## src/hw/lcd_consts.svh

```systemverilog
`ifndef LCD_CONSTS_SVH
`define LCD_CONSTS_SVH

// panel opcodes, ILI9341 command set subset
`define LCD_OP_NOP      8'h00
`define LCD_OP_SWRESET  8'h01
`define LCD_OP_SLPIN    8'h10
`define LCD_OP_SLPOUT   8'h11
`define LCD_OP_DISPOFF  8'h28
`define LCD_OP_DISPON   8'h29
`define LCD_OP_CASET    8'h2A
`define LCD_OP_PASET    8'h2B
`define LCD_OP_RAMWR    8'h2C
`define LCD_OP_PIXFMT   8'h3A

// largest number of parameter bytes per command
`define LCD_MAX_PARAMS  4

// strobe widths after reset, in clock cycles
`define LCD_WR_LOW_RST  4'd2
`define LCD_WR_HIGH_RST 4'd2

// wait after reset/sleep commands
`define LCD_DELAY_RST   24'd1000

`endif

```

## src/hw/lcd_pkg.sv

```systemverilog
package lcd_pkg;

    // host register selects
    typedef enum logic [1:0] {
        REG_TIMING = 2'd0,
        REG_DELAY  = 2'd1,
        REG_PARAMS = 2'd2,
        REG_CMD    = 2'd3
    } reg_sel_e;

    // one host write, held stable while req is high
    typedef struct packed {
        reg_sel_e    sel;
        logic [31:0] data;
    } host_req_t;

    // live bus timing, widths in clock cycles
    typedef struct packed {
        logic [3:0]  wr_low;   // wrx low phase
        logic [3:0]  wr_high;  // wrx high phase
        logic [23:0] delay;    // post-command wait
    } bus_timing_t;

    // one queued panel transaction
    typedef struct packed {
        logic [7:0]  opcode;
        logic [2:0]  nparam;   // only for unknown opcodes
        logic [31:0] params;   // first byte in 31..24
    } lcd_txn_t;

endpackage

```

## src/hw/lcd_cmd_regs.sv

```systemverilog
`timescale 1ns/1ps
`include "lcd_consts.svh"

module lcd_cmd_regs (
    input  logic                clk,
    input  logic                nrst,
    input  lcd_pkg::host_req_t  host,
    input  logic                req,
    output logic                ack,
    output lcd_pkg::bus_timing_t timing,
    output lcd_pkg::lcd_txn_t   txn,
    output logic                txn_req,
    input  logic                txn_ack,
    output logic                pending
);

    import lcd_pkg::*;

    logic        slot_full;       // one-deep transaction slot
    logic [31:0] params_q;        // last REG_PARAMS value
    logic        wr_apply;
    logic        is_cmd;
    logic [3:0]  wr_low_new;
    logic [3:0]  wr_high_new;
    logic [2:0]  nparam_new;

    assign is_cmd = (host.sel == REG_CMD);

    // a command write waits for the slot to drain
    assign wr_apply = req && !ack && (!is_cmd || !slot_full);

    // zero widths would stall the strobe counter, force them to 1
    always_comb begin
        wr_low_new  = (host.data[3:0] == 4'd0) ? 4'd1 : host.data[3:0];
        wr_high_new = (host.data[7:4] == 4'd0) ? 4'd1 : host.data[7:4];
        if (host.data[10:8] > `LCD_MAX_PARAMS)
            nparam_new = 3'(`LCD_MAX_PARAMS);
        else
            nparam_new = host.data[10:8];
    end

    // host handshake and configuration
    always_ff @(posedge clk or negedge nrst) begin
        if (!nrst) begin
            ack            <= 1'b0;
            timing.wr_low  <= `LCD_WR_LOW_RST;
            timing.wr_high <= `LCD_WR_HIGH_RST;
            timing.delay   <= `LCD_DELAY_RST;
        end else begin
            if (ack) begin
                if (!req)
                    ack <= 1'b0;  // host has released the request
            end else if (wr_apply) begin
                ack <= 1'b1;
            end

            if (wr_apply) begin
                case (host.sel)
                    REG_TIMING: begin
                        timing.wr_low  <= wr_low_new;
                        timing.wr_high <= wr_high_new;
                    end
                    REG_DELAY: timing.delay <= host.data[23:0];
                    default: ;  // params and cmd handled below
                endcase
            end
        end
    end

    // slot state, cleared once the writer reports completion
    always_ff @(posedge clk or negedge nrst) begin
        if (!nrst) begin
            slot_full <= 1'b0;
        end else begin
            if (slot_full && txn_ack)
                slot_full <= 1'b0;
            else if (wr_apply && is_cmd)
                slot_full <= 1'b1;
        end
    end

    // payload registers
    always_ff @(posedge clk) begin
        if (wr_apply && host.sel == REG_PARAMS)
            params_q <= host.data;

        if (wr_apply && is_cmd) begin
            txn.opcode <= host.data[7:0];
            txn.nparam <= nparam_new;
            txn.params <= params_q;  // parameters as written so far
        end
    end

    assign txn_req = slot_full;
    assign pending = slot_full;

endmodule

```

## src/hw/lcd_bus_writer.sv

```systemverilog
`timescale 1ns/1ps
`include "lcd_consts.svh"

module lcd_bus_writer (
    input  logic                 clk,
    input  logic                 nrst,
    input  lcd_pkg::bus_timing_t timing,
    input  lcd_pkg::lcd_txn_t    txn,
    input  logic                 txn_req,
    output logic                 txn_ack,
    output logic                 active,
    output logic [7:0]           d,
    output logic                 csx,
    output logic                 dcx,
    output logic                 wrx,
    output logic                 rdx
);

    typedef enum logic [2:0] {
        S_IDLE,
        S_CMD,
        S_LOW,
        S_HIGH,
        S_SHIFT,
        S_DELAY,
        S_ACK
    } state_e;

    state_e      state;
    logic [7:0]  op_q;        // opcode of the running transaction
    logic [31:0] sr;          // parameter shift register, msb first
    logic [2:0]  nleft;       // parameter bytes still to send
    logic [3:0]  cnt;         // strobe phase counter
    logic [23:0] dly;         // post-command delay counter
    logic [2:0]  nparam_lut;
    logic        delay_op;

    // parameter count per opcode, unknown ones use the host count
    always_comb begin
        case (txn.opcode)
            `LCD_OP_CASET,
            `LCD_OP_PASET,
            `LCD_OP_RAMWR:   nparam_lut = 3'(`LCD_MAX_PARAMS);
            `LCD_OP_PIXFMT:  nparam_lut = 3'd1;
            `LCD_OP_SWRESET,
            `LCD_OP_SLPIN,
            `LCD_OP_SLPOUT,
            `LCD_OP_DISPON,
            `LCD_OP_DISPOFF,
            `LCD_OP_NOP:     nparam_lut = 3'd0;
            default:         nparam_lut = txn.nparam;
        endcase
    end

    // panel needs settling time after these
    always_comb begin
        case (op_q)
            `LCD_OP_SWRESET,
            `LCD_OP_SLPIN,
            `LCD_OP_SLPOUT: delay_op = 1'b1;
            default:        delay_op = 1'b0;
        endcase
    end

    always_ff @(posedge clk or negedge nrst) begin
        if (!nrst) begin
            state   <= S_IDLE;
            csx     <= 1'b1;
            wrx     <= 1'b1;
            dcx     <= 1'b0;
            d       <= 8'h00;
            txn_ack <= 1'b0;
            nleft   <= 3'd0;
            cnt     <= 4'd0;
            dly     <= 24'd0;
        end else begin
            case (state)
                S_IDLE: begin
                    if (txn_req) begin
                        nleft <= nparam_lut;
                        state <= S_CMD;
                    end
                end

                // select the panel and present the command byte
                S_CMD: begin
                    csx   <= 1'b0;
                    dcx   <= 1'b0;
                    d     <= op_q;
                    wrx   <= 1'b0;
                    cnt   <= 4'd1;
                    state <= S_LOW;
                end

                // shift is the first low cycle of a parameter byte
                S_LOW, S_SHIFT: begin
                    if (state == S_SHIFT)
                        nleft <= nleft - 3'd1;
                    if (cnt >= timing.wr_low) begin
                        wrx   <= 1'b1;  // panel latches d here
                        cnt   <= 4'd1;
                        state <= S_HIGH;
                    end else begin
                        cnt   <= cnt + 4'd1;
                        state <= S_LOW;
                    end
                end

                S_HIGH: begin
                    if (cnt >= timing.wr_high) begin
                        cnt <= 4'd1;
                        if (nleft != 3'd0) begin
                            d     <= sr[31:24];
                            dcx   <= 1'b1;
                            wrx   <= 1'b0;
                            state <= S_SHIFT;
                        end else begin
                            csx <= 1'b1;  // end of transaction on the bus
                            dcx <= 1'b0;
                            if (delay_op && timing.delay != 24'd0) begin
                                dly   <= 24'd1;
                                state <= S_DELAY;
                            end else begin
                                txn_ack <= 1'b1;
                                state   <= S_ACK;
                            end
                        end
                    end else begin
                        cnt <= cnt + 4'd1;
                    end
                end

                S_DELAY: begin
                    if (dly >= timing.delay) begin
                        txn_ack <= 1'b1;
                        state   <= S_ACK;
                    end else begin
                        dly <= dly + 24'd1;
                    end
                end

                // hold ack until the slot has been released
                S_ACK: begin
                    if (!txn_req) begin
                        txn_ack <= 1'b0;
                        state   <= S_IDLE;
                    end
                end

                default: state <= S_IDLE;
            endcase
        end
    end

    // payload capture and parameter shifting
    always_ff @(posedge clk) begin
        if (state == S_IDLE && txn_req) begin
            op_q <= txn.opcode;
            sr   <= txn.params;
        end else if (state == S_SHIFT) begin
            sr <= {sr[23:0], 8'h00};  // next byte to the top
        end
    end

    assign active = (state != S_IDLE);
    assign rdx    = 1'b1;  // write-only port

endmodule

```

## src/hw/lcd_ctrl.sv

```systemverilog
`timescale 1ns/1ps

module lcd_ctrl (
    input  logic               clk,
    input  logic               nrst,
    input  lcd_pkg::host_req_t host,
    input  logic               req,
    output logic               ack,
    output logic               busy,
    output logic [7:0]         d,
    output logic               csx,
    output logic               dcx,
    output logic               wrx,
    output logic               rdx
);

    lcd_pkg::bus_timing_t timing;   // live strobe and delay config
    lcd_pkg::lcd_txn_t    txn;
    logic                 txn_req;
    logic                 txn_ack;
    logic                 pending;  // slot holds a transaction
    logic                 active;   // writer is on the bus

    lcd_cmd_regs u_regs (
        .clk     (clk),
        .nrst    (nrst),
        .host    (host),
        .req     (req),
        .ack     (ack),
        .timing  (timing),
        .txn     (txn),
        .txn_req (txn_req),
        .txn_ack (txn_ack),
        .pending (pending)
    );

    lcd_bus_writer u_writer (
        .clk     (clk),
        .nrst    (nrst),
        .timing  (timing),
        .txn     (txn),
        .txn_req (txn_req),
        .txn_ack (txn_ack),
        .active  (active),
        .d       (d),
        .csx     (csx),
        .dcx     (dcx),
        .wrx     (wrx),
        .rdx     (rdx)
    );

    assign busy = pending | active;

endmodule

```

## config.mk

```make
export PLATFORM = sky130hd
export DESIGN_NAME = lcd_ctrl
export DESIGN_NICKNAME = d
export VERILOG_FILES = /design/src/hw/lcd_pkg.sv /design/src/hw/lcd_cmd_regs.sv /design/src/hw/lcd_bus_writer.sv /design/src/hw/lcd_ctrl.sv
export VERILOG_INCLUDE_DIRS = /design/src /design/src/hw
export SDC_FILE = /design/constraint.sdc
export NUM_CORES = 1
export LEC_CHECK = 0
export BUFFER_PORTS_ARGS = -buffer_cell sky130_fd_sc_hd__buf_4
export CAP_MARGIN = 20
export CORE_ASPECT_RATIO = 0.7
export CORE_MARGIN = 4
export CORE_UTILIZATION = 55
export CTS_CLUSTER_SIZE = 20
export DETAILED_ROUTE_END_ITERATION = 16
export PLACE_DENSITY = 0.79
export SLEW_MARGIN = 0
export SYNTH_ARGS = -nofsm -noshare
export SYNTH_HDL_FRONTEND = slang
export SYNTH_SLANG_ARGS = --single-unit
```

## constraint.sdc

```tcl
create_clock -name clk -period 4.2 [get_ports clk]
set_input_delay 0.84 -clock clk [delete_from_list [all_inputs] [get_ports clk]]
set_output_delay 0.84 -clock clk [all_outputs]
set_load 0.05 [all_outputs]
```

After elaboration in Yosys (flattened, before gate mapping)

Index checks and enable logic that the tools add are counted.

Register bits after elaboration: 195
Output and inout port bits: 14
Word-level logic and storage cells: 149
Input port bits: 37

$add $sub $neg: 3
Reductions and logical operators: 40
$lt $le $gt $ge: 4
Equal/unequal tests: 32
Bitwise gates (word level): 1
Mux-type cells: 49

Operators with widths:

| kind                                                                     | count |
|---|---|
| 24-bit two-way mux                                                       | 4 |
| 32-bit two-way mux                                                       | 2 |
| 8-bit by 6-bit equality test with 1-bit output (second input constant)   | 6 |
| 24-bit one-hot mux with 2 select lines                                   | 1 |
| 8-bit by 5-bit equality test with 1-bit output (second input constant)   | 4 |
| 24-bit by 1-bit adder with 24-bit output (second input constant)         | 1 |
| 24-bit >= comparator                                                     | 1 |
| 24-bit nonzero test                                                      | 1 |
| 3-bit two-way mux                                                        | 7 |
| 1-bit two-way mux                                                        | 19 |
| 3-bit one-hot mux with 6 select lines                                    | 1 |
| 8-bit by 1-bit equality test with 1-bit output (second input constant)   | 2 |
| 4-bit two-way mux                                                        | 4 |
| 8-bit two-way mux                                                        | 2 |
| 8-bit one-hot mux with 2 select lines                                    | 1 |
| 2-bit by 1-bit inequality test with 1-bit output (second input constant) | 6 |
| 4-bit one-hot mux with 3 select lines                                    | 1 |
| 3-bit nonzero test                                                       | 4 |
| 2-bit inequality test (second input constant)                            | 5 |
| 2-bit nonzero test                                                       | 5 |
| 3-bit equality test (second input constant)                              | 3 |
| 3-bit one-hot mux with 3 select lines                                    | 1 |
| 3-bit AND reduction                                                      | 3 |
| 4-bit >= comparator                                                      | 2 |
| other kinds (26)                                                         | 43 |

Logic depth before layout (Yosys ltp)

Depth in word-level cells: 8
Gate-level depth with buffers: 9

Cells and area by module

From an unflattened synthesis, not the netlist that was laid out.

Cell total of the unflattened synthesis: 659
Area total of the unflattened synthesis: 8859.7 sq um

By module, submodules not included:

| module         | cells an instance | area each (sq um) | times used |
|---|---|---|---|
| lcd_bus_writer | 496               | 5228.8            | 1 |
| lcd_cmd_regs   | 162               | 3624.7            | 1 |
| lcd_ctrl       | 1                 | 6.3               | 1 |

Worst setup path after synthesis

No wires, ideal clock.

Kind: input-to-reg
From: input req
To: register u_regs.txn[0] (netlist name)
Buffers on the path: 0
Path slack: -228 ps
Arrival: 3929 ps
Cell stages on the path: 2
Data required time: 3701 ps
Cells stage by stage: nand2b_1 nor3_1

Cells in the longest elaborated chain, start to end: 3

Ends and longest elaborated chain:

| element                         | line               | text |
|---|---|---|
| start: declaration              | lcd_ctrl.sv:7      | `input logic req,` |
| 1-bit logical AND (2 in series) | lcd_cmd_regs.sv:30 | `assign wr_apply = req && !ack && (!is_cmd \|\| !slot_full);` |
| 1-bit logical AND               | lcd_cmd_regs.sv:87 | `if (wr_apply && is_cmd) begin` |

Every way passes these cells.
A chain may end at the register's enable or synchronous reset.

Worst setup path in the final report

From: register u_regs.timing[9] (netlist name)
To: register u_writer.state[1]

Cells in the longest elaborated chain, start to end: 6
Elaborated cells between the ends (all ways): 9
Those cells by class: order compare: 1; eq/ne: 1; mux: 4; reduce/logical: 3

Ends and longest elaborated chain:

| element                                                      | line                  | text |
|---|---|---|
| branches (longest 6 deep; another with 24-bit >= comparator) | n/a                   |  |
| end signal: assignment                                       | lcd_bus_writer.sv:81  | `state <= S_CMD;` |
| end signal: assignment                                       | lcd_bus_writer.sv:116 | `state <= S_SHIFT;` |
| end signal: assignment                                       | lcd_bus_writer.sv:122 | `state <= S_DELAY;` |
| end: declaration                                             | lcd_bus_writer.sv:29  | `state_e state;` |

Parallel ways; which one is timed is not known. The select of a mux whose other input is x is not followed.

==> results.py <==
metrics = {
    "yosys": {
        "syn_nets": 774,
        "synth_simple_gate_area_share_pct": 11.90,
        "synth_edf_count": 115,
        "yosysWarningCount": 0,
        "ys.flop_type": "edfxtp_1",
        "synth_cell_types": 63,
        "muxShareOfSynthArea_pct": 4.637,
        "synth_seq_cells": 195,
        "synth-compound-area-share_pct": 12.33,
        "syn-cell-area_um2": 8715,
        "synth_fa_ha_area_share_pct": 5.169,
        "syn_inst": 701,
        "synthArstFlopShare_pct": 41.03,
        "synth.avg_cell_area_um2": 12.43,
        "synth_top_family_by_area": "compound AO/OA/AOI/OAI gates",
        "yosysSeqAreaShare_pct": 62.74,
        "synth_xor_area_share_pct": 0.2010,
    },
    "critical_path": {
        "r2r-start": "u_regs.timing[9]$_DFFE_PN1P_",
        "r2r_slack_ns": 0.86,
        "critical_path_required_ns": 4.46,
        "critical_path_class": "reg -> reg",
        "worst_r2r_path_depth": 8,
        "start_kind": "register",
        "worst_setup_path_end_kind": "register",
        "crit_fanout": 22,
        "crit_arrival_ns": 3.61,
        "r2r_end": "u_writer.state[1]$_DFFE_PN0P_",
    },
    "sta": {
        "fmax_mhz": 299.1,
        "setup_viol": 0,
        "fin_skew_ns": 0.01840,
        "setup_slack_ns": 0.8570,
        "hold_viol": 0,
        "fin_crit_sh_pct": 79.60,
        "rsz0062_at_grt": "false",
        "worst_pin_slew_ns": 0.9410,
        "slew_viol_final": 0,
        "slew_headroom_pct": 37.04,
        "min_period_ns": 3.343,
        "tns_ns": 0,
    },
    "cells_and_area": {
        "num_antenna_cells": 0,
        "final_common_cell": "edfxtp_1",
        "multi_input_area_um2": 3009,
        "layout_common_cells": "115 x edfxtp_1, 79 x nand2_1, 70 x dfrtp_1, 57 x buf_4, 54 x o21ai_0",
        "seq_area_um2": 5468,
        "fin_nets": 826,
        "areaGrowthSynthToFinish_pct": 13.70,
        "nFillCells": 1130,
        "layout-drive-gt1-share_pct": 18.54,
    },
    "clocking": {
        "worstSkewPairLatency_ns": 0.44,
        "cts-buffers-inserted": 17,
        "cts_tree": "built",
        "htree_levels": 4,
        "ctsResizeCount": 0,
        "cts_setup_buffers": 0,
        "cts.sinks": 195,
        "clock_path_buffers": 2,
        "root_buffer": "clkbuf_16",
        "clk_pin_slew_ns": 0.07,
        "ctsHoldBuffers": 0,
    },
    "floorplanning": {
        "rows": 38,
        "die_h_um": 113.3,
        "die_area_um2": 17950,
        "top_level_ports": 51,
        "dieWidth_um": 158.5,
        "floorplan.core_area_um2": 15500,
        "start_util_pct": 56.22,
    },
    "pwr": {
        "power.switching_uw": 1719,
        "switching_share_pct": 32.34,
        "pwr-share-clk_pct": 29.8,
        "max-vdd-ir-drop_mv": 0.2696,
        "pwr-share-comb_pct": 23.9,
        "total_leakage_power_uw": 0.003930,
        "seq_power_share_pct": 46.3,
        "internal_power_uw": 3595,
        "p_per_area_nw_per_um2": 536.2,
    },
    "detailed_routing": {
        "drt_first_iter_violations": 554,
        "viasPerCell": 6.077,
        "wl_per_cell_um": 19.55,
        "vias": 5870,
        "drc": 0,
        "drt_wl_total_um": 18890,
        "drt-pass1-iter-count": 7,
        "final_antenna_net_count": 0,
    },
    "placement": {
        "place.detailed.hpwl_um": 12880,
        "port-buffer-count": 49,
        "place_congestion": 0.8715,
        "pre_cts_slack_ns": 0.9373,
    },
    "grt": {
        "grt_overflow_total": 0,
        "grt_max_degree": 81,
        "grt_pass1_vias": 5726,
        "grt_pass1_wl_um": 30130,
        "grt_util_all_layers_pct": 21.71,
        "antenna_found_initial": 0,
    },
    "outcome": {
        "status": "completed",
    },
    "job": {
        "maxCapViolCount": 0,
    },
    "worst_hold_path": {
        "hp-class": "in -> async",
    },
}
==> power by group through the flow <==
stage               clock network (uW)  logic (uW)  registers [uW]
floorplan                            0         782            2590
global placement                     0        1200            2470
detailed placement                   0        1260            2490
CTS                               1610        1270            2460
global route                      1690        1400            2490
finish                            1590        1270            2460
==> worst max-delay path by stage <==
stage,to,start,slack (ns),cells past startpoint
after floorplan,u_regs.params_q[0]$_DFFE_PP_,req,0.39,2
after global placement,u_writer.dly[12]$_DFFE_PN0P_,u_regs.timing[9]$_DFFE_PN1P_,1.16,8
after detailed placement,u_writer.state[1]$_DFFE_PN0P_,u_regs.timing[9]$_DFFE_PN1P_,0.94,8
after CTS,u_writer.state[1]$_DFFE_PN0P_,u_regs.timing[9]$_DFFE_PN1P_,0.90,8
after global routing,u_writer.state[1]$_DFFE_PN0P_,u_regs.timing[9]$_DFFE_PN1P_,0.59,8
final,u_writer.state[1]$_DFFE_PN0P_,u_regs.timing[9]$_DFFE_PN1P_,0.86,8
==> critical path, cell delays in order (launching register included) <==
cell and delay [ns]:
dfstp_2 0.54, inv_1 0.05, ha_1 0.31, a21oi_1 0.18, o21a_1 0.22, o311ai_2 0.19
a2111o_2 0.66, nor2_1 0.79, o21ai_0 0.23
==> kinds of logic (layout without fill, tap and decap cells) <==
kind of cell	Yosys count	after routing
AOI/OAI and AO/OA	154	154
xor gates and xnor gates	2	2
adders and majority gates	36	36
buffers and inverters	65	130
DFF	195	195
muxes	37	37
other	1	1
and+or+nand+nor	211	211
==> state kept, by name, summed over array words and instances (netlist names), 3 cells and up <==
| signal | count |
|---|---|
| u_regs.txn | 43 |
| u_regs.params_q | 32 |
| u_regs.timing | 32 |
| u_writer.sr | 32 |
| u_writer.dly | 24 |
| u_writer.d | 8 |
| u_writer.op_q | 8 |
| u_writer.cnt | 4 |
| u_writer.nleft | 3 |
| u_writer.state | 3 |
==> through the flow <==
stage	utilization (%)	instances	hold slack, ns	cell area, um2	power (uW)
after floorplan	-	701	0.4003	8720	3368
after global placement	60.03	933	0.4027	9305	3670
after detailed placement	60.03	933	0.4045	9305	3749
after CTS	63.75	965	0.4135	9881	5330
after global routing	63.92	966	0.2286	9908	5581
final	63.92	966	0.2350	9908	5313
==> per-layer routing <==
layer | track usage, % | up-vias | part of all wire [%]
li1 | - | 2691 | -
met1 | 32.23 | 2878 | 45
met2 | 32.67 | 280 | 45
met3 | 5.199 | 21 | 8.4
met4 | 5.227 | 0 | 1.2
met5 | 0 | - | 0
==> synthesized netlist by cell type, types with 2 or more instances <==
cell type	instances	share of area, %
a2111oi_4	3	0.95
a211o_1	3	0.30
a211oi_1	2	0.17
a21o_1	4	0.34
a21oi_1	29	1.7
a221o_1	8	0.92
a22o_1	4	0.40
a31oi_1	9	0.65
and2_1	11	0.79
and3_1	5	0.36
and4_1	2	0.20
buf_2	3	0.17
clkbuf_1	19	0.82
dfrtp_1	70	20
dfstp_2	10	3.0
edfxtp_1	115	40
ha_1	36	5.2
inv_1	40	1.7
mux2_2	27	3.5
mux2i_1	10	1.1
nand2_1	79	3.4
nand2b_1	7	0.50
nand3_1	12	0.69
nand3b_1	2	0.17
nand4_1	9	0.65
nor2_1	28	1.2
nor2b_1	9	0.65
nor3_1	23	1.3
nor3b_1	3	0.26
nor4_1	10	0.72
o211ai_1	5	0.43
o21a_1	10	0.86
o21ai_0	54	3.1
o22a_1	2	0.20
o22a_2	2	0.23
o22ai_1	4	0.29
o31ai_1	2	0.17
or3_1	5	0.36
==> layout make-up <==
type,count,area share [%]
clock buffer,18,4.331
tap,200,2.526
timing repair buffer,58,4.597
multi-input combinational,441,30.37
sequential,195,55.18
inverter,40,1.515
clock inverter,14,1.477
Note: power is estimated with default switching activity, not from simulation.
